$ cat config.mk
export PLATFORM = sky130hd
export DESIGN_NAME = cpu_top
export DESIGN_NICKNAME = d
export VERILOG_FILES = /design/src/cpu_pkg.sv /design/src/control_decode.sv /design/src/alu.sv /design/src/ram.sv /design/src/datapath.sv /design/src/cpu_top.sv
export SDC_FILE = /design/constraint.sdc
export NUM_CORES = 2
export LEC_CHECK = 0
export BUFFER_PORTS_ARGS = -buffer_cell sky130_fd_sc_hd__buf_2
export CORE_MARGIN = 3
export CORE_UTILIZATION = 30
export DETAILED_ROUTE_END_ITERATION = 10
export GPL_ROUTABILITY_DRIVEN = 0
export HOLD_SLACK_MARGIN = 0.06
export SLEW_MARGIN = 20
export SYNTH_ARGS = -nofsm -noshare
export SYNTH_HDL_FRONTEND = slang
export SYNTH_SLANG_ARGS = --single-unit
$ cat constraint.sdc
create_clock -name clk -period 5.45 [get_ports clk]
set_input_delay 0.545 -clock clk [delete_from_list [all_inputs] [get_ports clk]]
set_output_delay 0.545 -clock clk [all_outputs]
set_load 0.005 [all_outputs]
$ cat src/cpu_pkg.sv
`default_nettype none

package cpu_pkg;

    localparam int word_bits = 16;              // Bus, register and RAM word width

    typedef logic [word_bits-1:0] word_t;

    // Bus source field, bits 14..12 when bit 15 is high
    localparam logic [2:0] src_pc   = 3'd0;
    localparam logic [2:0] src_ioh  = 3'd1;     // Immediate with FF in upper byte
    localparam logic [2:0] src_iol  = 3'd2;     // Immediate with 00 in upper byte
    localparam logic [2:0] src_ram  = 3'd3;
    localparam logic [2:0] src_x    = 3'd4;
    localparam logic [2:0] src_y    = 3'd5;
    localparam logic [2:0] src_dev  = 3'd6;
    localparam logic [2:0] src_none = 3'd7;     // Floating bus reads as zero

    // Bus destination field, bits 8..6; code 7 also loads nothing
    localparam logic [2:0] dst_none = 3'd0;
    localparam logic [2:0] dst_mar  = 3'd1;
    localparam logic [2:0] dst_ir   = 3'd2;
    localparam logic [2:0] dst_ram  = 3'd3;
    localparam logic [2:0] dst_x    = 3'd4;
    localparam logic [2:0] dst_y    = 3'd5;
    localparam logic [2:0] dst_dev  = 3'd6;

    // Microinstruction bit positions
    localparam int bit_eo_n   = 15;             // Low means ALU owns the bus
    localparam int alu_fn_msb = 14;             // EX NX EY NY F NO, down to bit 9
    localparam int src_msb    = 14;
    localparam int bit_rt     = 11;
    localparam int bit_pc_inc = 10;
    localparam int dst_msb    = 8;
    localparam int bit_jc     = 5;
    localparam int bit_jz     = 4;
    localparam int bit_jgt    = 3;
    localparam int bit_jlt    = 2;

endpackage

`default_nettype wire

$ cat src/control_decode.sv
`timescale 1ns/10ps
`default_nettype none

module control_decode (
    input  logic [15:0] uinstr,
    output logic [5:0]  alu_fn,
    output logic        alu_drive,
    output logic        pc_drive,
    output logic        ioh_drive,
    output logic        iol_drive,
    output logic        ram_drive,
    output logic        x_drive,
    output logic        y_drive,
    output logic        dev_drive,
    output logic        mar_load,
    output logic        ir_load,
    output logic        ram_load,
    output logic        x_load,
    output logic        y_load,
    output logic        dev_load,
    output logic        rt,
    output logic        pc_inc,
    output logic        jc,
    output logic        jz,
    output logic        jgt,
    output logic        jlt
);

    logic       eo_n;                           // High when a register drives the bus
    logic [2:0] src_sel;
    logic [2:0] dst_sel;

    assign eo_n    = uinstr[cpu_pkg::bit_eo_n];
    assign src_sel = uinstr[cpu_pkg::src_msb -: 3];
    assign dst_sel = uinstr[cpu_pkg::dst_msb -: 3];

    // ALU bits share the source field; harmless while the ALU is off the bus
    assign alu_fn    = uinstr[cpu_pkg::alu_fn_msb -: 6];
    assign alu_drive = ~eo_n;

    // Only meaningful in register-move form
    assign rt     = eo_n & uinstr[cpu_pkg::bit_rt];
    assign pc_inc = eo_n & uinstr[cpu_pkg::bit_pc_inc];

    // Jump enables are valid in both forms
    assign jc  = uinstr[cpu_pkg::bit_jc];
    assign jz  = uinstr[cpu_pkg::bit_jz];
    assign jgt = uinstr[cpu_pkg::bit_jgt];
    assign jlt = uinstr[cpu_pkg::bit_jlt];

    // Bus driver decode, enabled only by bit 15
    always_comb begin
        {pc_drive, ioh_drive, iol_drive, ram_drive} = 4'b0000;
        {x_drive, y_drive, dev_drive} = 3'b000;
        if (eo_n) begin
            case (src_sel)
                cpu_pkg::src_pc:  pc_drive  = 1'b1;
                cpu_pkg::src_ioh: ioh_drive = 1'b1;
                cpu_pkg::src_iol: iol_drive = 1'b1;
                cpu_pkg::src_ram: ram_drive = 1'b1;
                cpu_pkg::src_x:   x_drive   = 1'b1;
                cpu_pkg::src_y:   y_drive   = 1'b1;
                cpu_pkg::src_dev: dev_drive = 1'b1;
                default:          ;          // src_none, bus floats to zero
            endcase
        end
    end

    // Bus load decode, always enabled
    always_comb begin
        {mar_load, ir_load, ram_load} = 3'b000;
        {x_load, y_load, dev_load} = 3'b000;
        case (dst_sel)
            cpu_pkg::dst_mar: mar_load = 1'b1;
            cpu_pkg::dst_ir:  ir_load  = 1'b1;
            cpu_pkg::dst_ram: ram_load = 1'b1;
            cpu_pkg::dst_x:   x_load   = 1'b1;
            cpu_pkg::dst_y:   y_load   = 1'b1;
            cpu_pkg::dst_dev: dev_load = 1'b1;
            cpu_pkg::dst_none: ;
            default:          ;          // Spare code 7 loads nothing
        endcase
    end

endmodule

`default_nettype wire

$ cat src/alu.sv
`timescale 1ns/10ps
`default_nettype none

module alu (
    input  logic [5:0]     alu_fn,
    input  cpu_pkg::word_t x,
    input  cpu_pkg::word_t y,
    output cpu_pkg::word_t result,
    output logic           carry
);

    logic ex;                                   // X enable, low zeroes X
    logic nx;                                   // Invert X after enable
    logic ey;
    logic ny;
    logic f;                                    // 1 add, 0 bitwise AND
    logic no;                                   // Invert the result

    cpu_pkg::word_t x_en;
    cpu_pkg::word_t y_en;
    cpu_pkg::word_t x_op;
    cpu_pkg::word_t y_op;
    cpu_pkg::word_t raw;

    logic [cpu_pkg::word_bits:0] sum;           // One extra bit for carry out

    assign {ex, nx, ey, ny, f, no} = alu_fn;

    // Operand conditioning
    assign x_en = ex ? x : '0;
    assign y_en = ey ? y : '0;
    assign x_op = nx ? ~x_en : x_en;
    assign y_op = ny ? ~y_en : y_en;

    assign sum = {1'b0, x_op} + {1'b0, y_op};

    always_comb begin
        if (f) begin
            raw   = sum[cpu_pkg::word_bits-1:0];
            carry = sum[cpu_pkg::word_bits];    // Carry is never inverted by NO
        end else begin
            raw   = x_op & y_op;
            carry = 1'b0;                       // No carry for AND
        end
    end

    assign result = no ? ~raw : raw;

endmodule

`default_nettype wire

$ cat src/ram.sv
`timescale 1ns/10ps
`default_nettype none

module ram #(
    parameter int ram_addr_bits = 6
) (
    input  logic                     clk,
    input  logic                     reset,
    input  logic [ram_addr_bits-1:0] addr,
    input  cpu_pkg::word_t           wdata,
    input  logic                     write,
    output cpu_pkg::word_t           rdata
);

    localparam int depth = 1 << ram_addr_bits;

    cpu_pkg::word_t mem [depth];

    // Whole array cleared in the reset cycle
    always_ff @(posedge clk) begin
        if (reset) begin
            for (int i = 0; i < depth; i++) begin
                mem[i] <= '0;
            end
        end else if (write) begin
            mem[addr] <= wdata;                 // Written value visible next cycle
        end
    end

    assign rdata = mem[addr];                   // Asynchronous read

endmodule

`default_nettype wire

$ cat src/datapath.sv
`timescale 1ns/10ps
`default_nettype none

module datapath #(
    parameter int ram_addr_bits = 6
) (
    input  logic                     clk,
    input  logic                     reset,
    // Bus drivers, one-hot or none
    input  logic                     alu_drive,
    input  logic                     pc_drive,
    input  logic                     ioh_drive,
    input  logic                     iol_drive,
    input  logic                     ram_drive,
    input  logic                     x_drive,
    input  logic                     y_drive,
    input  logic                     dev_drive,
    // Bus loads
    input  logic                     mar_load,
    input  logic                     ir_load,
    input  logic                     x_load,
    input  logic                     y_load,
    input  logic                     dev_load,
    // Sequencing
    input  logic                     pc_inc,
    input  logic                     jc,
    input  logic                     jz,
    input  logic                     jgt,
    input  logic                     jlt,
    input  cpu_pkg::word_t           alu_result,
    input  logic                     alu_carry,
    input  cpu_pkg::word_t           ram_rdata,
    input  cpu_pkg::word_t           dev_in,
    output cpu_pkg::word_t           bus,
    output cpu_pkg::word_t           x,
    output cpu_pkg::word_t           y,
    output logic [ram_addr_bits-1:0] mar_addr,
    output cpu_pkg::word_t           pc,
    output cpu_pkg::word_t           dev_out,
    output logic                     dev_out_valid,
    output logic                     flag_c,
    output logic                     flag_z
);

    cpu_pkg::word_t ir;
    cpu_pkg::word_t imm_high;                   // IR low byte, FF above
    cpu_pkg::word_t imm_low;                    // IR low byte, zero above

    logic flag_gt;
    logic flag_lt;
    logic res_zero;
    logic res_neg;
    logic jump_taken;

    // Immediate forming from IR bits 7..0
    assign imm_high = {8'hff, ir[7:0]};
    assign imm_low  = {8'h00, ir[7:0]};

    // Wired-OR bus, zero when nothing drives
    always_comb begin
        bus = ({cpu_pkg::word_bits{alu_drive}} & alu_result)
            | ({cpu_pkg::word_bits{pc_drive}}  & pc)
            | ({cpu_pkg::word_bits{ioh_drive}} & imm_high)
            | ({cpu_pkg::word_bits{iol_drive}} & imm_low)
            | ({cpu_pkg::word_bits{ram_drive}} & ram_rdata)
            | ({cpu_pkg::word_bits{x_drive}}   & x)
            | ({cpu_pkg::word_bits{y_drive}}   & y)
            | ({cpu_pkg::word_bits{dev_drive}} & dev_in);
    end

    // General registers
    always_ff @(posedge clk) begin
        if (reset) begin
            mar_addr <= '0;
            ir       <= '0;
            x        <= '0;
            y        <= '0;
        end else begin
            if (mar_load) begin
                mar_addr <= bus[ram_addr_bits-1:0];  // Only the RAM address bits kept
            end
            if (ir_load) begin
                ir <= bus;
            end
            if (x_load) begin
                x <= bus;
            end
            if (y_load) begin
                y <= bus;
            end
        end
    end

    // Device output, valid pulses one cycle after the load
    always_ff @(posedge clk) begin
        if (reset) begin
            dev_out       <= '0;
            dev_out_valid <= 1'b0;
        end else begin
            dev_out_valid <= dev_load;
            if (dev_load) begin
                dev_out <= bus;                 // Holds until the next device write
            end
        end
    end

    assign res_zero = (alu_result == '0);
    assign res_neg  = alu_result[cpu_pkg::word_bits-1];

    // Flags change only when the ALU drives the bus
    always_ff @(posedge clk) begin
        if (reset) begin
            flag_c  <= 1'b0;
            flag_z  <= 1'b0;
            flag_gt <= 1'b0;
            flag_lt <= 1'b0;
        end else if (alu_drive) begin
            flag_c  <= alu_carry;
            flag_z  <= res_zero;
            flag_gt <= ~res_zero & ~res_neg;
            flag_lt <= res_neg;
        end
    end

    // Condition test uses flags from before this cycle
    assign jump_taken = (jc  & flag_c)
                      | (jz  & flag_z)
                      | (jgt & flag_gt)
                      | (jlt & flag_lt);

    // Jump beats increment
    always_ff @(posedge clk) begin
        if (reset) begin
            pc <= '0;
        end else if (jump_taken) begin
            pc <= bus;
        end else if (pc_inc) begin
            pc <= pc + 1'b1;
        end
    end

endmodule

`default_nettype wire

$ cat src/cpu_top.sv
`timescale 1ns/10ps
`default_nettype none

module cpu_top #(
    parameter int ram_addr_bits = 6
) (
    input  logic           clk,
    input  logic           reset,
    input  logic [15:0]    uinstr,
    input  cpu_pkg::word_t dev_in,
    output cpu_pkg::word_t bus,
    output cpu_pkg::word_t pc,
    output cpu_pkg::word_t dev_out,
    output logic           dev_out_valid,
    output logic           rt,
    output logic           flag_c,
    output logic           flag_z
);

    logic [5:0] alu_fn;
    logic       alu_drive, pc_drive, ioh_drive, iol_drive;
    logic       ram_drive, x_drive, y_drive, dev_drive;
    logic       mar_load, ir_load, ram_load, x_load, y_load, dev_load;
    logic       pc_inc, jc, jz, jgt, jlt;
    logic       alu_carry;

    cpu_pkg::word_t           alu_result;
    cpu_pkg::word_t           x;
    cpu_pkg::word_t           y;
    cpu_pkg::word_t           ram_rdata;
    logic [ram_addr_bits-1:0] mar_addr;

    control_decode u_decode (
        .uinstr    (uinstr),
        .alu_fn    (alu_fn),
        .alu_drive (alu_drive),
        .pc_drive  (pc_drive),
        .ioh_drive (ioh_drive),
        .iol_drive (iol_drive),
        .ram_drive (ram_drive),
        .x_drive   (x_drive),
        .y_drive   (y_drive),
        .dev_drive (dev_drive),
        .mar_load  (mar_load),
        .ir_load   (ir_load),
        .ram_load  (ram_load),
        .x_load    (x_load),
        .y_load    (y_load),
        .dev_load  (dev_load),
        .rt        (rt),                        // Straight out to the sequencer
        .pc_inc    (pc_inc),
        .jc        (jc),
        .jz        (jz),
        .jgt       (jgt),
        .jlt       (jlt)
    );

    alu u_alu (
        .alu_fn (alu_fn),
        .x      (x),
        .y      (y),
        .result (alu_result),
        .carry  (alu_carry)
    );

    datapath #(
        .ram_addr_bits (ram_addr_bits)
    ) u_datapath (
        .clk           (clk),
        .reset         (reset),
        .alu_drive     (alu_drive),
        .pc_drive      (pc_drive),
        .ioh_drive     (ioh_drive),
        .iol_drive     (iol_drive),
        .ram_drive     (ram_drive),
        .x_drive       (x_drive),
        .y_drive       (y_drive),
        .dev_drive     (dev_drive),
        .mar_load      (mar_load),
        .ir_load       (ir_load),
        .x_load        (x_load),
        .y_load        (y_load),
        .dev_load      (dev_load),
        .pc_inc        (pc_inc),
        .jc            (jc),
        .jz            (jz),
        .jgt           (jgt),
        .jlt           (jlt),
        .alu_result    (alu_result),
        .alu_carry     (alu_carry),
        .ram_rdata     (ram_rdata),
        .dev_in        (dev_in),
        .bus           (bus),
        .x             (x),
        .y             (y),
        .mar_addr      (mar_addr),
        .pc            (pc),
        .dev_out       (dev_out),
        .dev_out_valid (dev_out_valid),
        .flag_c        (flag_c),
        .flag_z        (flag_z)
    );

    // RAM write strobe comes straight from the decoder
    ram #(
        .ram_addr_bits (ram_addr_bits)
    ) u_ram (
        .clk   (clk),
        .reset (reset),
        .addr  (mar_addr),
        .wdata (bus),
        .write (ram_load),
        .rdata (ram_rdata)
    );

endmodule

`default_nettype wire

==> run summary <==
Relative slew margins - 22.0%
grt met1 use - 22.5%
top achievable clock speed - 189 MHz
die span in y - 414 microns
Max Clock Skew - 40.0 ps
share of cells above drive strength 1 - 21.4%
Sink Count - 1113
first-pass GRT wire length - 209000 microns
Worst Reg-to-Reg Cells - 9
drt wl/cell - 24.1 microns
worst-margin pin slew - 1170 ps
crit share post-route - 96.9%
grt total ovfl - 0
Avg Cell Area, Syn - 14.0 sq um
drt total wl - 143000 microns
# rows - 149
Post-synth EDFFs - 1024
final hold violations - 0
1st-iter DRT viols - 3769
MaxCap Viol Count - 0
top post-synthesis cells by area - edfxtp_1, mux4_2, nor2_1
Synth top cells by count - nor2_1, edfxtp_1, mux4_2, clkbuf_1, nand2_1
largest net degree at the start of global routing - 106
worst-path fanout max - 29
Unique masters post-synth - 64
fin nets - 3684
Area growth syn-to-layout - 14.5%
status - finished clean
area of the multi-input gates - 16000 sq um
Core ar. - 165000 sq um
most frequent cell after synthesis - nor2_1
Main synth FF type - edfxtp_1
Worst-path clk slew - 60 ps
CTS max path bufs - 3
met3 usage - 2.25%
vias in the first global route - 30310
port buffer count - 83
RSZ-0062 raised after global routing - false
Final Util - 34.6%
syn nets - 3616
area of the mapped netlist - 49900 sq um
Leakage - 19.5 nW
Tmin final - 5280 ps
Via Count - 30517
die width - 414 microns
Yosys top cell area share - 61.6%
HP Class - in2reg
Placement Cell Area - 53600 sq um
CTS tree - yes
Synth warnings - 0
Synth Instances - 3564
Detail Route Antenna Nets - 0
gr usage total - 16.5%
WS Path Type - reg2out
Post-CTS Setup Inserts - 0
number of fill cells - 15962
post-CTS resize count - 2
Starting Density - 30.2%
DRC Markers - 0
CP arrival - 4740 ps
CP Capture Type - primary output
initial antenna violation count - 7
CTS Buf Count - 113
Sequential Area - 32500 sq um
VDD IR max - 256 uV
die area - 171000 sq um
ys async rst share - 0%
r2r setup slk - 800 ps
setup TNS - 0 ps
r2r endpoint - u_ram.mem[53][15]
Req. time, crit path - 4910 ps
P per Cell Area - 346 nW/um^2
final instance area - 57100 sq um
Final setup violation count - 0
dpl hpwl - 92000 microns
# IOs - 86
CP startpoint kind - flip-flop
met2 GRT Util - 26.9%
drt via density - 5.16
hold_buf cts - 0
sequential share of the synthesized area - 65.2%
TritonRoute pass-1 iters - 6
Root Buffer - clkbuf_16
cell taking the most area after synthesis - edfxtp_1
CTS H-tree lvls - 3
GR peak layer - met2
clk_lat worst skew - 710 ps
Slew Limit Fails - 0
Seq cells post-synth - 1113
Worst Setup EP - bus[15]
power breakdown:
group | leakage [nW] | internal [mW] | switching, mW
clock network | 1.73 | 4.30 | 3.29
registers | 11.3 | 9.61 | 0.154
logic | 6.43 | 0.764 | 1.65
worst max-delay path, stage by stage (launching register included):
cell      delay, ps
dfxtp_4         490
buf_4           560
mux4_2          590
mux4_2          540
mux2i_1         550
nor2_1          140
nor3_1          260
a21boi_4        620
inv_1           100
buf_2           150
metrics by stage:
stage,power [mW],setup slack (ps),cells,hold slack [ps]
floorplan,11.3,243,3564,445
global placement,12.3,346,5706,485
detailed placement,12.3,309,5706,490
CTS,19.9,114,5912,325
global route,20.4,57.3,5914,371
finish,19.8,168,5914,388
cell type report:
class	count	share of cell area (%)
antenna	2	0.00876
clock buffer	149	5.27
clock inverter	57	0.963
inverter	27	0.177
multi-input combinational	2100	28.1
sequential	1113	56.9
tap	2189	4.79
timing repair buffer	277	3.76
layout by cell type (no fill, tap or decap), drive strengths merged, types with 15 or more instances in the layout:
cell type  Yosys  layout
a211oi        84      84
a21oi         32      32
a22oi         28      28
buf          122     277
clkbuf       202     149
clkinv         1      43
dfxtp         89      89
edfxtp      1024    1024
ha            17      17
inv           26      28
mux2i         19      19
mux4         329     329
nand2        135     135
nand2b        78      78
nand3         15      15
nor2        1150    1150
nor3          26      26
xnor2         62      62
cells by family after synthesis:
group / Yosys count / share of synthesized area [%]
multiplexers: 348 / 15.2
AO/OA/AOI/OAI: 199 / 2.99
buffers and inverters: 351 / 2.94
XOR/XNOR: 67 / 1.18
adder cells (fa/ha/maj): 18 / 0.466
flip-flops: 1113 / 65.2
AND/OR/NAND/NOR: 1468 / 12.0
layer usage:
metal,share of wire [%],vias up
met2,48,1299
met1,41,15793
met4,3.6,2
met5,0.0091,-
met3,7.5,220
li1,-,13203
worst min-delay path by stage:
stage / start / to / slack, ps / cells after the start
5_1_grt: reset / u_datapath.dev_out_valid / 370 / 2
3_3_place_gp: u_datapath.dev_out[6] / u_datapath.dev_out[6] / 480 / 2
4_1_cts: reset / u_datapath.dev_out_valid / 330 / 2
6_report: reset / u_datapath.dev_out_valid / 390 / 2
2_1_floorplan: u_datapath.flag_lt / u_datapath.flag_lt / 450 / 2
3_5_place_dp: u_datapath.dev_out[7] / u_datapath.dev_out[7] / 490 / 2
state kept, by name, indices dropped and copies added, names as in the netlist, 6 cells and up, named ones only:
name and flops:
u_datapath.dev_out 16, u_datapath.y 16, u_datapath.pc 16, u_datapath.x 16
u_ram.mem 1024, u_datapath.mar_addr 6, u_datapath.ir 8
No activity file was read; power rests on OpenSTA's default activity.
